--- src/include/mlp_noc_macros.svh ---
// sizing macros for lanes, lane width, node count, host FIFO depth and result shift
`ifndef MLP_NOC_MACROS_SVH
`define MLP_NOC_MACROS_SVH

// lanes per vector, also rows per weight matrix
`define MLP_LANES 8

// width of one signed lane
`define MLP_LANE_W 8

// router nodes
// 0 dispatcher, 1 layer 0, 2 layer 1, 3 collector
`define MLP_NODES 4

// depth of the host input and output FIFOs
`define MLP_FIFO_DEPTH 4

// arithmetic right shift on each dot product
`define MLP_SHIFT 4

`endif

--- src/mlp_noc_pkg.sv ---
// lane, vector, node id, row index and flit kind types, and the network flit struct
`include "mlp_noc_macros.svh"

package mlp_noc_pkg;

    // one signed lane
    typedef logic signed [`MLP_LANE_W-1:0] lane_t;

    // full vector, lane 0 in the low bits
    typedef logic [`MLP_LANES*`MLP_LANE_W-1:0] vec_t;

    typedef logic [$clog2(`MLP_NODES)-1:0] node_id_t;   // router node number
    typedef logic [$clog2(`MLP_LANES)-1:0] row_idx_t;   // weight row number

    typedef enum logic {
        FLIT_VECTOR = 1'b0,
        FLIT_WEIGHT = 1'b1
    } flit_kind_t;

    // network flit, also used as the host input word
    typedef struct packed {
        vec_t       data;
        node_id_t   dest;
        flit_kind_t kind;
        row_idx_t   row;    // only meaningful for weight flits
    } noc_flit_t;

endpackage

--- src/collector.sv ---
// network ejection into the host output FIFO, weight flits dropped
`timescale 1ns/1ps

module collector (
    input  logic                   clk,
    input  logic                   reset,
    input  mlp_noc_pkg::noc_flit_t rx_flit,
    input  logic                   rx_valid,
    output logic                   rx_ready,
    output mlp_noc_pkg::vec_t      ofifo_rdata,
    input  logic                   ofifo_ren,
    output logic                   ofifo_rdy
);
    mlp_noc_pkg::noc_flit_t head;
    logic is_vector;
    logic fifo_full;
    logic fifo_empty;

    assign is_vector = (rx_flit.kind == mlp_noc_pkg::FLIT_VECTOR);
    assign rx_ready  = !is_vector || !fifo_full;   // weights sink right away

    fifo_queue ofifo (
        .clk     (clk),
        .reset   (reset),
        .wr_data (rx_flit),
        .wr_en   (rx_valid && is_vector),
        .full    (fifo_full),
        .rd_data (head),
        .rd_en   (ofifo_ren),
        .empty   (fifo_empty)
    );

    assign ofifo_rdata = head.data;
    assign ofifo_rdy   = !fifo_empty;

endmodule

--- src/fifo_queue.sv ---
// first-word-fall-through flit FIFO with read and write pointers and occupancy count
`timescale 1ns/1ps
`include "mlp_noc_macros.svh"

module fifo_queue (
    input  logic                   clk,
    input  logic                   reset,
    input  mlp_noc_pkg::noc_flit_t wr_data,
    input  logic                   wr_en,
    output logic                   full,
    output mlp_noc_pkg::noc_flit_t rd_data,
    input  logic                   rd_en,
    output logic                   empty
);
    localparam int DEPTH = `MLP_FIFO_DEPTH;
    localparam int PTR_W = (DEPTH > 1) ? $clog2(DEPTH) : 1;
    localparam int CNT_W = $clog2(DEPTH + 1);

    mlp_noc_pkg::noc_flit_t mem [DEPTH];
    logic [PTR_W-1:0] wr_ptr;
    logic [PTR_W-1:0] rd_ptr;
    logic [CNT_W-1:0] count;
    logic do_wr;
    logic do_rd;

    assign full  = (count == CNT_W'(DEPTH));
    assign empty = (count == '0);
    assign do_wr = wr_en && !full;     // write into a full queue is dropped
    assign do_rd = rd_en && !empty;

    assign rd_data = mem[rd_ptr];      // head is always visible

    always_ff @(posedge clk) begin
        if (do_wr)
            mem[wr_ptr] <= wr_data;
    end

    always_ff @(posedge clk) begin
        if (reset) begin
            wr_ptr <= '0;
            rd_ptr <= '0;
            count  <= '0;
        end else begin
            if (do_wr)
                wr_ptr <= (wr_ptr == PTR_W'(DEPTH - 1)) ? '0 : wr_ptr + 1'b1;
            if (do_rd)
                rd_ptr <= (rd_ptr == PTR_W'(DEPTH - 1)) ? '0 : rd_ptr + 1'b1;
            case ({do_wr, do_rd})
                2'b10:   count <= count + 1'b1;
                2'b01:   count <= count - 1'b1;
                default: count <= count;
            endcase
        end
    end

endmodule

--- config.mk ---
export PLATFORM = sky130hd
export DESIGN_NAME = collector
export DESIGN_NICKNAME = d
export VERILOG_FILES = /design/src/mlp_noc_pkg.sv /design/src/collector.sv /design/src/fifo_queue.sv
export VERILOG_INCLUDE_DIRS = /design/src /design/src/include
export SDC_FILE = /design/constraint.sdc
export NUM_CORES = 1
export LEC_CHECK = 0
export BUFFER_PORTS_ARGS = -buffer_cell sky130_fd_sc_hd__buf_2
export CORE_ASPECT_RATIO = 0.6
export CORE_MARGIN = 3
export CORE_UTILIZATION = 55
export CTS_CLUSTER_SIZE = 25
export DETAILED_ROUTE_END_ITERATION = 7
export PLACE_DENSITY = 0.77
export REMOVE_ABC_BUFFERS = 1
export SLEW_MARGIN = 20
export SYNTH_ARGS = -nofsm -noshare
export SYNTH_HDL_FRONTEND = slang
export SYNTH_SLANG_ARGS = --single-unit
export TNS_END_PERCENT = 50
--- constraint.sdc ---
create_clock -name clk -period 6.8 [get_ports clk]
set_input_delay 0.34 -clock clk [delete_from_list [all_inputs] [get_ports clk]]
set_output_delay 0.34 -clock clk [all_outputs]
set_load 0.02 [all_outputs]
==> results.json <==
{
  "seq_area_frac_synth_pct": 80.7,
  "place_ws_ns": 4.11,
  "htree_levels": 1,
  "cap_violations": 0,
  "drive_gt1_share_pct": 44.6,
  "root_buffer": "clkbuf_16",
  "syn_to_final_growth_pct": 17.2,
  "dpl.hpwl_um": 9960,
  "leakagePower_nw": 3.80,
  "drt_iter0_drc": 324,
  "numCtsBuffers": 24,
  "synth_top_cell_by_area": "edfxtp_1",
  "antenna_found_initial": 3,
  "worst_pin_slew_ns": 1.01,
  "r2r_end": "ofifo.count[2]$_SDFFE_PP0P_",
  "final_nets": 615,
  "clk_pin_slew_ns": 0.06,
  "nFillCells": 1114,
  "clk_latency_ns": 0.50,
  "netlist_area_um2": 9750,
  "grt_pass1_wl_um": 26500,
  "port_buffers": 134,
  "yosys.area.top_type_share_pct": 78.9,
  "grt.overflow.total": 0,
  "status": "completed",
  "ys_top_cells_by_area": "edfxtp_1, mux4_2, dfxtp_1",
  "drc": 0,
  "ios": 140,
  "vias_per_cell": 5.58,
  "ys_seq_elements": 265,
  "synth.distinct_cells": 28,
  "dr.pass1.iters": 5,
  "regArea_um2": 7880,
  "cts_resized": 0,
  "vias": 4393,
  "crit_type": "reg2out",
  "die_h_um": 109,
  "required_ns": 6.46,
  "cts_max_path_buffers": 3,
  "postLayoutCoreUtil_pct": 66.2,
  "cp_data_arrival_time_ns": 2.75,
  "worst_hold_path_type": "in2reg",
  "ctsHoldBuffers": 0,
  "cellPowerDensity_nw_per_um2": 353,
  "finalSetupTns_ns": 0,
  "multi_input_area_um2": 1750,
  "syn_avg_cell_area_um2": 25.1,
  "die_area_um2": 19400,
  "cts_tree": "done",
  "worst_slack_ns": 3.71,
  "rr_worst_depth": 9,
  "post_cts_buffers": 0,
  "endpoint": "ofifo_rdata[61]",
  "fmax_mhz": 324,
  "clock_sinks": 265,
  "grt_max_degree": 65,
  "netlist_instances": 389,
  "final_cell_count_no_fill": 787,
  "track_usage_pct": 18.0,
  "ant_nets": 0,
  "end_kind": "output pin",
  "fin_skew_ns": 0.0107,
  "critPathLaunchType": "flip-flop",
  "period_share_pct": 45.4,
  "grt_setup_unrepaired": "false",
  "synth_warnings": 0,
  "max_slew_margin_pct": 32.7,
  "grt_pass1_vias": 4796,
  "placedCellCount": 742,
  "fp.dieW_um": 178,
  "crit_fanout": 43,
  "wirelength_um": 17200,
  "gp_congestion": 0.704,
  "rows": 37,
  "wl_per_cell_um": 21.9,
  "max-vdd-ir-drop_uv": 241,
  "r2r_setup_slack_ns": 4.36,
  "hold_violations": 0,
  "start_util_pct": 56.5,
  "slew_violations": 0,
  "setup_viol": 0,
  "core_region_area_um2": 17300,
  "fin_crit_ns": 3.09,
  "r2r-start": "ofifo.count[2]$_SDFFE_PP0P_"
}
-- metal layers --
metal	share of wire (%)	track usage, %
met5	0.19	0
met4	1.7	3.81
met3	8.2	5.98
met2	47	28.8
met1	43	24.8
-- power breakdown --
| group | switching [mW] | internal (mW) |
|---|---|---|
| Combinational | 0.408 | 0.338 |
| Sequential | 0.0673 | 1.86 |
| Clock | 0.568 | 0.789 |
| Total | 1.04 | 2.99 |
-- registers in the layout, summed over array words and instances, names as in the netlist, named ones only --
name and cells:
ofifo.count 3, ofifo.mem 256, ofifo.rd_ptr 2, ofifo.wr_ptr 2
-- worst max-delay path: stages, from the launching register on --
cell and delay (ns):
dfxtp_4 0.63, buf_4 0.78, mux4_2 0.63, buf_2 0.18
-- final cells by class --
type / count / area share, %
Sequential cell: 265 / 68.9
Multi-Input combinational cell: 101 / 15.3
Timing Repair Buffer: 135 / 5.93
Clock buffer: 26 / 5.51
Tap cell: 234 / 2.56
Clock inverter: 18 / 1.57
Inverter: 7 / 0.230
Antenna cell: 1 / 0.0219
-- worst min path at each step --
stage | start | end | cells after the start
floorplan | reset | ofifo.count[2]$_SDFFE_PP0P_ | 1
global placement | ofifo.count[2]$_SDFFE_PP0P_ | ofifo.count[2]$_SDFFE_PP0P_ | 2
detailed placement | ofifo.rd_ptr[0]$_SDFFE_PP0N_ | flip-flop | 2
CTS | rx_flit[56] | ofifo.mem[2][56]$_DFFE_PP_ | 1
global route | rx_flit[31] | ofifo.mem[1][31]$_DFFE_PP_ | 1
finish | rx_flit[43] | ofifo.mem[1][43]$_DFFE_PP_ | 1
-- cell usage after synthesis (all sizes together) --
cell / count
a21o: 1
a21oi: 4
and2: 1
and3: 4
buf: 14
clkbuf: 2
dfxtp: 9
edfxtp: 256
fa: 1
ha: 6
inv: 7
mux2i: 1
mux4: 64
nand2: 1
nand3: 2
nor2: 4
nor2b: 1
nor3: 1
o21ai: 1
o31ai: 2
or2: 1
or3: 3
or3b: 1
xor2: 2
-- layout by cell type (no fill, tap or decap), types with 2 or more instances in the layout --
| cell | instances |
|---|---|
| edfxtp_1 | 256 |
| buf_2 | 134 |
| mux4_2 | 64 |
| clkbuf_16 | 25 |
| inv_1 | 7 |
| dfxtp_1 | 7 |
| ha_1 | 6 |
| clkinv_2 | 5 |
| clkinv_1 | 5 |
| and3_4 | 4 |
| nor2_1 | 4 |
| a21oi_1 | 4 |
| clkinv_4 | 3 |
| bufinv_16 | 3 |
| nand3_1 | 2 |
| xor2_1 | 2 |
| or3_1 | 2 |
| dfxtp_4 | 2 |
-- per-stage QoR --
stage | hold WS [ns] | power (mW) | instance area, um2
2_1_floorplan | 0.409 | 2.48 | 9620
3_3_place_gp | 0.487 | 2.70 | 10600
3_5_place_dp | 0.502 | 2.73 | 10600
4_1_cts | 0.0255 | 4.08 | 11400
5_1_grt | 0.0200 | 4.21 | 11400
6_report | 0.0453 | 4.03 | 11400
-- kinds of logic (layout without fill, tap and decap cells) --
family | count (synthesis) | after routing | share of synthesized area [%]
DFF | 265 | 265 | 80.7
AOI/OAI and AO/OA | 8 | 8 | 0.539
other | 0 | 1 | 0
xor gates and xnor gates | 2 | 2 | 0.180
adders and majority gates | 7 | 7 | 0.975
and+or+nand+nor | 19 | 19 | 1.17
muxes | 65 | 65 | 14.9
buffers and inverters | 23 | 186 | 1.54
(Power assumes the default switching activity.)
