`src/include/mlp_noc_macros.svh`:
```
// sizing macros for lanes, lane width, node count, host FIFO depth and result shift
`ifndef MLP_NOC_MACROS_SVH
`define MLP_NOC_MACROS_SVH

// lanes per vector, also rows per weight matrix
`define MLP_LANES 8

// width of one signed lane
`define MLP_LANE_W 8

// router nodes
// 0 dispatcher, 1 layer 0, 2 layer 1, 3 collector
`define MLP_NODES 4

// depth of the host input and output FIFOs
`define MLP_FIFO_DEPTH 4

// arithmetic right shift on each dot product
`define MLP_SHIFT 4

`endif

```
`src/mlp_noc_pkg.sv`:
```
// lane, vector, node id, row index and flit kind types, and the network flit struct
`include "mlp_noc_macros.svh"

package mlp_noc_pkg;

    // one signed lane
    typedef logic signed [`MLP_LANE_W-1:0] lane_t;

    // full vector, lane 0 in the low bits
    typedef logic [`MLP_LANES*`MLP_LANE_W-1:0] vec_t;

    typedef logic [$clog2(`MLP_NODES)-1:0] node_id_t;   // router node number
    typedef logic [$clog2(`MLP_LANES)-1:0] row_idx_t;   // weight row number

    typedef enum logic {
        FLIT_VECTOR = 1'b0,
        FLIT_WEIGHT = 1'b1
    } flit_kind_t;

    // network flit, also used as the host input word
    typedef struct packed {
        vec_t       data;
        node_id_t   dest;
        flit_kind_t kind;
        row_idx_t   row;    // only meaningful for weight flits
    } noc_flit_t;

endpackage

```
`src/dispatcher.sv`:
```
// host input FIFO presenting its head flit on the router injection link
`timescale 1ns/1ps

module dispatcher (
    input  logic                   clk,
    input  logic                   reset,
    input  mlp_noc_pkg::noc_flit_t ififo_wdata,
    input  logic                   ififo_wen,
    output logic                   ififo_rdy,
    output mlp_noc_pkg::noc_flit_t tx_flit,
    output logic                   tx_valid,
    input  logic                   tx_ready
);
    logic fifo_full;
    logic fifo_empty;
    logic pop;

    // pop only when the router takes the head
    assign pop = tx_valid && tx_ready;

    fifo_queue ififo (
        .clk     (clk),
        .reset   (reset),
        .wr_data (ififo_wdata),
        .wr_en   (ififo_wen),
        .full    (fifo_full),
        .rd_data (tx_flit),
        .rd_en   (pop),
        .empty   (fifo_empty)
    );

    assign ififo_rdy = !fifo_full;     // host may write
    assign tx_valid  = !fifo_empty;

endmodule

```
`src/fifo_queue.sv`:
```
// first-word-fall-through flit FIFO with read and write pointers and occupancy count
`timescale 1ns/1ps
`include "mlp_noc_macros.svh"

module fifo_queue (
    input  logic                   clk,
    input  logic                   reset,
    input  mlp_noc_pkg::noc_flit_t wr_data,
    input  logic                   wr_en,
    output logic                   full,
    output mlp_noc_pkg::noc_flit_t rd_data,
    input  logic                   rd_en,
    output logic                   empty
);
    localparam int DEPTH = `MLP_FIFO_DEPTH;
    localparam int PTR_W = (DEPTH > 1) ? $clog2(DEPTH) : 1;
    localparam int CNT_W = $clog2(DEPTH + 1);

    mlp_noc_pkg::noc_flit_t mem [DEPTH];
    logic [PTR_W-1:0] wr_ptr;
    logic [PTR_W-1:0] rd_ptr;
    logic [CNT_W-1:0] count;
    logic do_wr;
    logic do_rd;

    assign full  = (count == CNT_W'(DEPTH));
    assign empty = (count == '0);
    assign do_wr = wr_en && !full;     // write into a full queue is dropped
    assign do_rd = rd_en && !empty;

    assign rd_data = mem[rd_ptr];      // head is always visible

    always_ff @(posedge clk) begin
        if (do_wr)
            mem[wr_ptr] <= wr_data;
    end

    always_ff @(posedge clk) begin
        if (reset) begin
            wr_ptr <= '0;
            rd_ptr <= '0;
            count  <= '0;
        end else begin
            if (do_wr)
                wr_ptr <= (wr_ptr == PTR_W'(DEPTH - 1)) ? '0 : wr_ptr + 1'b1;
            if (do_rd)
                rd_ptr <= (rd_ptr == PTR_W'(DEPTH - 1)) ? '0 : rd_ptr + 1'b1;
            case ({do_wr, do_rd})
                2'b10:   count <= count + 1'b1;
                2'b01:   count <= count - 1'b1;
                default: count <= count;
            endcase
        end
    end

endmodule

```
`config.mk`:
```
export PLATFORM = sky130hd
export DESIGN_NAME = dispatcher
export DESIGN_NICKNAME = d
export VERILOG_FILES = /design/src/mlp_noc_pkg.sv /design/src/dispatcher.sv /design/src/fifo_queue.sv
export VERILOG_INCLUDE_DIRS = /design/src /design/src/include
export SDC_FILE = /design/constraint.sdc
export NUM_CORES = 1
export LEC_CHECK = 0
export ABC_AREA = 1
export BUFFER_PORTS_ARGS = -buffer_cell sky130_fd_sc_hd__buf_2
export CAP_MARGIN = 25
export CORE_MARGIN = 4
export CORE_UTILIZATION = 40
export DETAILED_ROUTE_END_ITERATION = 12
export PLACE_DENSITY = 0.63
export SYNTH_ARGS = -nofsm -noshare
export SYNTH_HDL_FRONTEND = slang
export SYNTH_SLANG_ARGS = --single-unit
```
`constraint.sdc`:
```
create_clock -name clk -period 6.6 [get_ports clk]
set_input_delay 1.65 -clock clk [delete_from_list [all_inputs] [get_ports clk]]
set_output_delay 1.65 -clock clk [all_outputs]
set_load 0.005 [all_outputs]
```
==> impl_metrics.csv <==
group,metric,value,unit
clock_tree,ctsResizeCount,0,
layout,diodes,0,
route,vias,6465,
min_path,hold_start,"ififo.rd_ptr[1]$_SDFFE_PP0N_",
floorplan,ios,146,
layout,fillerInstances,2414,
layout,final_cell_mix,"edfxtp_1 (280), buf_2 (145), o21ai_0 (112)",
worst_setup_path,critical_path_required,4.95,ns
worst_setup_path,cp-start-kind,"register",
timing,worst_pin_slew,0.798,ns
timing,finalSetupViolCount,0,
timing,clock_skew,0.0128,ns
timing,maxSlewViolCount,0,
clock_tree,tritoncts,"yes",
worst_setup_path,rr_worst_depth,6,
flow_run,cap_violations,0,
global_route,antenna_found_initial,2,
floorplan,fp.dieH,177,um
route,routed_via_density,5.01,
worst_setup_path,cp.arrival,2.77,ns
clock_tree,clockBufferDepth,3,
min_path,min_path_cells,2,
timing,relSlewSlack,46.8,%
worst_setup_path,crit_path_end_kind,"primary output",
timing,fin_crit,4.42,ns
timing,fmax,226,MHz
clock_tree,htree_levels,1,
synthesis,synthAdderAreaFrac,0.831,%
worst_setup_path,critPathMaxStageDelay,0.67,ns
clock_tree,cts_num_sinks,289,
route,drt_wl_total,23.9,mm
global_route,track_usage,14.8,%
layout,area_growth,18.2,%
synthesis,synth_top_area_share,73.5,%
route,wl_per_cell,18.5,um
worst_setup_path,critPathBufInv,3,
worst_setup_path,cp_cell_sequence,"inv_6, buf_4, o21ai_0, o22ai_2, buf_2",
floorplan,fp-row-count,61,
power,p_per_area,394,nW/um2
layout,final_common_cell,"edfxtp_1",
timing,rsz0062_at_grt,"false",
clock_tree,insertion_delay,0.53,ns
route,drtAntennaViolNets,0,
timing,post-route-period-util,67.0,%
synthesis,ys_types,23,
synthesis,yosys-top-cells-area,"edfxtp_1 (73%), o21ai_0 (4.9%), o22ai_2 (4.4%), nor2_4 (3.9%), nor2_1 (3.7%)",
clock_tree,root_buffer,"clkbuf_16",
synthesis,muxShareOfSynthArea,0,%
synthesis,synthSimpleGateAreaFrac,8.40,%
placement,io_buffer_count,145,
synthesis,async_flop_share,0,%
global_route,grt_pass1_vias,6547,
worst_setup_path,r2r-start,"ififo.count[1]$_SDFFE_PP0P_",
synthesis,ys.flop_type,"edfxtp_1",
synthesis,syn-num-nets,825,
placement,hpwl,13.7,mm
clock_tree,path_clk_slew,0.06,ns
synthesis,synth_top_family_by_area,"compound AO/OA/AOI/OAI gates",
synthesis,synth-xor-area-share,0,%
timing,fin_tns_setup,0,ns
power,p_leak,4.65,nW
synthesis,synth_edf_count,280,
clock_tree,hold_buffers,0,
power,ir_drop,0.266,mV
layout,drive_gt1_share,31.6,%
floorplan,die_w,177,um
synthesis,syn_avg_cell_area,15.4,um2
global_route,overflow,0,
layout,fin_cells,1290,
power,power,5.32,mW
timing,finalHoldViolCount,0,
synthesis,yosys_register_bits,289,
worst_setup_path,reg2reg_to,"ififo.mem[0][27]$_DFFE_PP_",
worst_setup_path,cp_max_fo,74,
min_path,hold_class,"reg -> reg",
worst_setup_path,path_class,"reg -> out",
route,drc,0,
outcome,status,"complete, no violations",
clock_tree,cts_setup_buffers,0,
floorplan,die-area,31400,um2
layout,fin_nets,971,
global_route,grt_max_degree,110,
floorplan,core_area,28000,um2
synthesis,synth-compound-area-share,12.4,%
synthesis,yosysWarnings,0,
placement,dp.cells,1236,
placement,routabilityCongestion,0.724,
timing,hold_ws,0.511,ns
synthesis,synthCells,744,
synthesis,synth_top_area_cell,"edfxtp_1",
route,drt-pass1-iter-count,4,
global_route,grt_pass1_wl,36.7,mm
worst_setup_path,path_delay_family,"buffers and inverters",
worst_setup_path,reg2reg_slack,4.45,ns
synthesis,netlist_area,11400,um2
route,drtIter0Drc,431,
synthesis,yosysSeqAreaShare,75.1,%
worst_setup_path,path_depth,5,
clock_tree,numCtsBuffers,29,
worst_setup_path,cpMaxStageDelayCell,"buf_4",
floorplan,initial_core_util,40.8,%
-- worst register-to-register path: stages (launching register included) --
cell and delay, ns:
dfxtp_1 0.35, nor2_1 0.08, nand2_1 0.12, nand2_1 0.30, nor2_4 0.16, buf_4 0.49
buf_16 0.31
-- metrics by stage --
| stage | setup WS, ns | util [%] | cell area, um2 |
|---|---|---|---|
| after floorplan | 1.38 | - | 11400 |
| after global placement | 2.72 | 44.4 | 12400 |
| after detailed placement | 2.68 | 44.8 | 12500 |
| after CTS | 2.09 | 48.2 | 13500 |
| after global routing | 1.98 | 48.3 | 13500 |
| final | 2.18 | 48.3 | 13500 |
-- cell families (layout without fill, tap and decap cells) --
kind of cell / count (synthesis) / count (layout)
flip-flops: 289 / 289
buffers and inverters: 60 / 228
AO/OA/AOI/OAI: 216 / 216
AND/OR/NAND/NOR: 172 / 172
adder cells (fa/ha/maj): 7 / 7
-- registers in the layout, summed over array words and instances (netlist names), named ones only --
register / flops
ififo.wr_ptr: 2
ififo.mem: 280
ififo.rd_ptr: 2
ififo.count: 3
-- synth_stat cells (3+ instances only) --
master    number
buf_2         10
buf_12         5
buf_6          7
o22ai_2       40
nand2_1       12
a21oi_1        3
o21ai_1       30
inv_1         15
o21ai_0      112
nor2_1       114
nor2_4        40
clkbuf_1      22
ha_1           6
dfxtp_1        9
o22ai_1       30
edfxtp_1     280
-- where the power goes --
group | leakage [nW] | internal, mW | switching, mW
clock network | 0.471 | 0.998 | 0.650
registers | 2.64 | 2.21 | 0.0634
logic | 1.54 | 0.515 | 0.893
total | 4.65 | 3.72 | 1.61
-- worst max-delay path by stage --
stage / startpoint / endpoint / slack, ns
2_1_floorplan: ififo_wen / ififo.mem[0][0]$_DFFE_PP_ / 1.38
3_3_place_gp: register / tx_flit[38] / 2.72
3_5_place_dp: register / tx_flit[38] / 2.68
4_1_cts: register / tx_flit[38] / 2.09
5_1_grt: register / tx_flit[28] / 1.98
6_report: register / tx_flit[28] / 2.18
-- final cells by class --
class,instances,area (um2),area share [%]
Timing Repair Buffer,159,923,6.83
Multi-Input combinational cell,395,2510,18.5
Clock buffer,34,744,5.50
Sequential cell,289,8590,63.5
Clock inverter,19,218,1.61
Inverter,16,65.1,0.481
Tap cell,378,473,3.50
-- layer usage --
metal | wire (um) | track usage (%)
met1 | 10700 | 20.0
met4 | 402 | 3.45
met5 | 28 | 0
met3 | 1260 | 3.42
met2 | 11400 | 24.7
(Power assumes the default switching activity.)
