`config.mk`:
```
export PLATFORM = sky130hd
export DESIGN_NAME = noc_router
export DESIGN_NICKNAME = d
export VERILOG_FILES = /design/src/mlp_noc_pkg.sv /design/src/noc_router.sv
export VERILOG_INCLUDE_DIRS = /design/src /design/src/include
export SDC_FILE = /design/constraint.sdc
export NUM_CORES = 1
export LEC_CHECK = 0
export ABC_AREA = 1
export BUFFER_PORTS_ARGS = -buffer_cell sky130_fd_sc_hd__buf_4
export CAP_MARGIN = 25
export CORE_AREA = 2 2 170 172
export CTS_BUF_LIST = sky130_fd_sc_hd__clkbuf_2
export DETAILED_ROUTE_END_ITERATION = 16
export DIE_AREA = 0 0 172 174
export PLACE_DENSITY_LB_ADDON = 0.08
export SYNTH_ARGS = -nofsm -noshare
export SYNTH_HDL_FRONTEND = slang
export SYNTH_SLANG_ARGS = --single-unit
```
`constraint.sdc`:
```
create_clock -name clk -period 8.5 [get_ports clk]
set_input_delay 0.425 -clock clk [delete_from_list [all_inputs] [get_ports clk]]
set_output_delay 0.425 -clock clk [all_outputs]
set_load 0.01 [all_outputs]
```
`src/include/mlp_noc_macros.svh`:
```
// sizing macros for lanes, lane width, node count, host FIFO depth and result shift
`ifndef MLP_NOC_MACROS_SVH
`define MLP_NOC_MACROS_SVH

// lanes per vector, also rows per weight matrix
`define MLP_LANES 8

// width of one signed lane
`define MLP_LANE_W 8

// router nodes
// 0 dispatcher, 1 layer 0, 2 layer 1, 3 collector
`define MLP_NODES 4

// depth of the host input and output FIFOs
`define MLP_FIFO_DEPTH 4

// arithmetic right shift on each dot product
`define MLP_SHIFT 4

`endif

```
`src/mlp_noc_pkg.sv`:
```
// lane, vector, node id, row index and flit kind types, and the network flit struct
`include "mlp_noc_macros.svh"

package mlp_noc_pkg;

    // one signed lane
    typedef logic signed [`MLP_LANE_W-1:0] lane_t;

    // full vector, lane 0 in the low bits
    typedef logic [`MLP_LANES*`MLP_LANE_W-1:0] vec_t;

    typedef logic [$clog2(`MLP_NODES)-1:0] node_id_t;   // router node number
    typedef logic [$clog2(`MLP_LANES)-1:0] row_idx_t;   // weight row number

    typedef enum logic {
        FLIT_VECTOR = 1'b0,
        FLIT_WEIGHT = 1'b1
    } flit_kind_t;

    // network flit, also used as the host input word
    typedef struct packed {
        vec_t       data;
        node_id_t   dest;
        flit_kind_t kind;
        row_idx_t   row;    // only meaningful for weight flits
    } noc_flit_t;

endpackage

```
`src/noc_router.sv`:
```
// crossbar router with per-output round-robin arbitration and one-flit output registers
`timescale 1ns/1ps
`include "mlp_noc_macros.svh"

module noc_router (
    input  logic                   clk,
    input  logic                   reset,
    input  mlp_noc_pkg::noc_flit_t in_flit [`MLP_NODES-1],
    input  logic [`MLP_NODES-2:0]  in_valid,
    output logic [`MLP_NODES-2:0]  in_ready,
    output mlp_noc_pkg::noc_flit_t out_flit [`MLP_NODES-1],
    output logic [`MLP_NODES-2:0]  out_valid,
    input  logic [`MLP_NODES-2:0]  out_ready
);
    // inputs: dispatcher, layer 0, layer 1
    // outputs: layer 0, layer 1, collector, so output o serves node o+1
    localparam int N_PORTS = `MLP_NODES - 1;
    localparam int IDX_W   = $clog2(N_PORTS);

    logic [N_PORTS-1:0] req   [N_PORTS];   // per output, one bit per input
    logic [N_PORTS-1:0] grant [N_PORTS];
    logic [IDX_W-1:0]   rr_ptr  [N_PORTS];
    logic [IDX_W-1:0]   win_idx [N_PORTS];
    logic [N_PORTS-1:0] can_load;

    // first requester at or after the pointer
    function automatic logic [N_PORTS-1:0] rr_pick(input logic [N_PORTS-1:0] reqs,
                                                   input logic [IDX_W-1:0] ptr);
        logic [N_PORTS-1:0] gnt;
        logic found;
        int idx;
        gnt   = '0;
        found = 1'b0;
        for (int k = 0; k < N_PORTS; k++) begin
            idx = (int'(ptr) + k) % N_PORTS;
            if (!found && reqs[idx]) begin
                gnt[idx] = 1'b1;
                found    = 1'b1;
            end
        end
        return gnt;
    endfunction

    always_comb begin
        in_ready = '0;
        for (int o = 0; o < N_PORTS; o++) begin
            can_load[o] = !out_valid[o] || out_ready[o];
            for (int i = 0; i < N_PORTS; i++) begin
                req[o][i] = in_valid[i] &&
                            (in_flit[i].dest == mlp_noc_pkg::node_id_t'(o + 1));
            end
            grant[o]   = rr_pick(req[o], rr_ptr[o]);
            win_idx[o] = '0;
            for (int i = 0; i < N_PORTS; i++) begin
                if (grant[o][i]) begin
                    win_idx[o]  = IDX_W'(i);
                    in_ready[i] = can_load[o];
                end
            end
        end
        // node 0 has no output, such flits are swallowed
        for (int i = 0; i < N_PORTS; i++) begin
            if (in_flit[i].dest == '0)
                in_ready[i] = 1'b1;
        end
    end

    always_ff @(posedge clk) begin
        if (reset) begin
            out_valid <= '0;
            for (int o = 0; o < N_PORTS; o++)
                rr_ptr[o] <= '0;
        end else begin
            for (int o = 0; o < N_PORTS; o++) begin
                if (can_load[o]) begin
                    out_valid[o] <= |grant[o];
                    if (|grant[o])   // winner goes to the back of the line
                        rr_ptr[o] <= (win_idx[o] == IDX_W'(N_PORTS - 1)) ? '0
                                                                         : win_idx[o] + 1'b1;
                end
            end
        end
    end

    always_ff @(posedge clk) begin
        for (int o = 0; o < N_PORTS; o++) begin
            if (can_load[o] && |grant[o])
                out_flit[o] <= in_flit[win_idx[o]];
        end
    end

endmodule
```
==> results by group <==
Status
  – Status: finished clean

Worst setup path
  – Worst setup startpoint: rr_ptr[0][2]$_SDFFCE_PP0P_
  – WP data required: 9.16 ns
  – Crit. End Element: register
  – WS Path Type: register to register
  – Slowest stage delay, CP: 0.83 ns
  – Critical path fanouts, max: 55
  – Buffers and inverters on the worst path: 5
  – Worst-path cell chain: inv_1 > ha_1 > inv_1 > nand2_1 > nand3_1 > nand2_1 > nand3_1 > nand2_1 > nor2_4 > inv_2 > nor2_8 > inv_2 > o221ai_1 > dlygate4sd3_1
  – Crit-path slowest cell: nor2_8
  – Top delay family on crit path: simple AND/OR/NAND/NOR gates
  – Critical path startpoint category: register
  – Reg2Reg Launch Point: rr_ptr[0][2]$_SDFFCE_PP0P_
  – Critical Path AT: 5.51 ns
  – CP most frequent cell: nand2_1

Floorplan
  – Initial Util: 40.2%
  – Die Wd: around 170 um
  – I/O pins: 434
  – Die Span Y: 174 um
  – Die area: between 20000 and 30000 um^2
  – Core area: ~28000 um^2
  – Std-Cell Rows: 62

Yosys
  – Post-Synthesis Cells: 1196
  – Sequential share of the synthesized area: 57.7%
  – Synth Warn #: 0
  – Top cells by area, synth: edfxtp_1 57%, nand2_1 15%, o221ai_1 8.2%, nand3_1 5.9%, inv_1 3.7%
  – Synth Net Count: 1426
  – Avg Inst Size Synth: about 9.5 um^2
  – Yosys cell types: 26
  – Top cell type's share of synthesized area: between 50% and 60%
  – #FFs+latches synth: approximately 220
  – Mapped Area: 11300 um^2
  – Cell taking the most area after synthesis: edfxtp_1

Finish
  – Layout cells sized above 1: between 20% and 30%
  – Fillers: approximately 2300
  – Final Cell Area: about 19000 um^2
  – Final net count: 2200
  – Final core occ: between 60 and 70%
  – Area Growth Syn to Fin: 65.1%
  – Post-Layout Cell Count: around 2400

Drt
  – ANT nets after route: 0
  – WL final: 46600 um
  – Drt first pass iters: 13
  – Number of vias per cell: 5.28
  – Total number of vias: approximately 13000
  – Initial DRC count: around 960
  – DRC: 0
  – DR WL/cell: 19.4 um

STA
  – Max Slew Vio Count: 0
  – Final hold violation count: 0
  – Fin Clk Skew: 0.0656 ns
  – Crit path time final: just under 5 ns
  – RSZ-0062 raised after global routing: false
  – Final setup fails: 0
  – Slew headroom: between 30% and 40%
  – Setup TNS: 0 ns
  – Least-Margin Pin Slew: 1.00 ns
  – Fmax: a little over 200 MHz
  – Final period utilization: a little under three fifths
  – Hold slack: around 0.052 ns

Clocking
  – Worst-path clk slew: ~0.11 ns
  – CTS tree: yes
  – Later-pin clock latency in the skew report: about 0.86 ns
  – CTS buffer count: 57
  – Clock Sinks: about 220
  – H-tree Lvls: 2
  – Clk buf depth: 3
  – Clock Tree Root: clkbuf_2

Global routing
  – Global-route wire length before repair: 69000 um
  – M3 GR Usage: between 8 and 9%
  – GRT Residual Overflow: 0
  – GR Util met2: 52.1%
  – Met1 Resource Use GR: between 30% and 40%
  – Number of global-route vias before repair: between 10000 and 15000
  – Total GRT Usage: 30.1%
  – Initial antenna violation count: 5
  – Pin count of the biggest net entering global routing: 57
  – GR peak layer: met2

Hold path
  – Startpoint of the worst hold path: in_flit[207]
  – HP Class: input port to register

Power
  – Cell Pwr Density: around 470 nW/um^2
  – VDD IR-drop max: about 570 uV
  – Pleak: approximately 0.0083 uW

Placement
  – Area after DPL: approximately 15000 um^2
  – Gpl congestion: 0.892
  – Placed cells: around 2000
  – I/O Buffers: approximately 430
  – Post-DP HPWL: 29400 um

Flow run
  – Max-cap violations: 0
## placed cells by master (no fill, tap or decap), drive strengths merged, types with 2 or more instances in the layout
master and count:
dlygate4sd3 332, clkinv 17, buf 445, inv 123, o21ai 10, o22ai 2, edfxtp 216, nand4 6
nand2 471, nor2 36, o221ai 115, ha 12, nand3 133, a21oi 2, dfxtp 3, diode 4
clkbuf 82
## synthesized netlist by cell type, drive strengths merged
master,count
clkbuf,11
ha,12
inv,126
nor3,1
o21ai,10
nand2,471
dfxtp,3
o22ai,2
o221ai,115
buf,51
nand3,133
nand3b,1
nor2,36
a21oi,2
edfxtp,216
nand4,6
## final timing paths
kind,to,slack [ns],cells after the start
worst min register to register,out_valid[0]$_SDFFE_PP0N_,0.62,2
worst max register to register,out_flit[91]$_DFFE_PP_,3.65,14
worst min-delay path,out_flit[137]$_DFFE_PP_,0.05,3
worst max-delay path,out_flit[91]$_DFFE_PP_,3.65,14
## worst register-to-register path, stage by stage (launching register included)
cell           delay (ns)
edfxtp_1             0.40
inv_1                0.08
ha_1                 0.38
inv_1                0.16
nand2_1              0.07
nand3_1              0.09
nand2_1              0.09
nand3_1              0.07
nand2_1              0.08
nor2_4               0.62
inv_2                0.49
nor2_8               0.83
inv_2                0.44
o221ai_1             0.30
dlygate4sd3_1        0.59
## per-layer routing
layer / part of all wire [%] / routed length (um)
met1: 36 / 16800
met2: 49 / 23000
met3: 9.8 / 4570
met4: 4.9 / 2270
met5: 0.028 / 13
## stage by stage
step                power (uW)  setup slack, ns
floorplan                 5170             4.98
global placement          7060             4.01
detailed placement        7190             4.27
CTS                       8790             3.73
global route              9350             3.26
finish                    8860             3.65
## logic make-up after synthesis
| kind of cell | share of synthesized area, % |
|---|---|
| and+or+nand+nor | 23.8 |
| DFF | 57.7 |
| buffers and inverters | 7.13 |
| AOI/OAI and AO/OA | 10.0 |
| adders and majority gates | 1.32 |
## report_power, final
group,total (uW),switching (uW),internal (uW)
logic,5500,3240,2260
registers,2620,205,2420
clock network,738,451,286
## registers in the layout (all words and copies together) (netlist names)
name / count
out_flit: 210
rr_ptr: 6
out_valid: 3
## what timing repair did
item                                    4_1_cts  5_1_grt
endpoints found under the setup margin        0        0
setup buffers                                 0        0
gates resized for setup                       0        0
hold buffers                                332        0
hold endpoints to repair                    215        0
## final cells by class
| cell class | instances | area, um^2 | area share (%) |
|---|---|---|---|
| repair buffers | 777 | 6730 | 35.9 |
| clock inverters | 15 | 86.3 | 0.461 |
| inverters | 126 | 477 | 2.54 |
| diodes | 4 | 10.0 | 0.0534 |
| well taps | 384 | 480 | 2.56 |
| clock buffers | 82 | 410 | 2.19 |
| multi-input cells | 789 | 4000 | 21.3 |
| flip-flops and latches | 219 | 6550 | 34.9 |
Power figures use the tool's default switching activity.
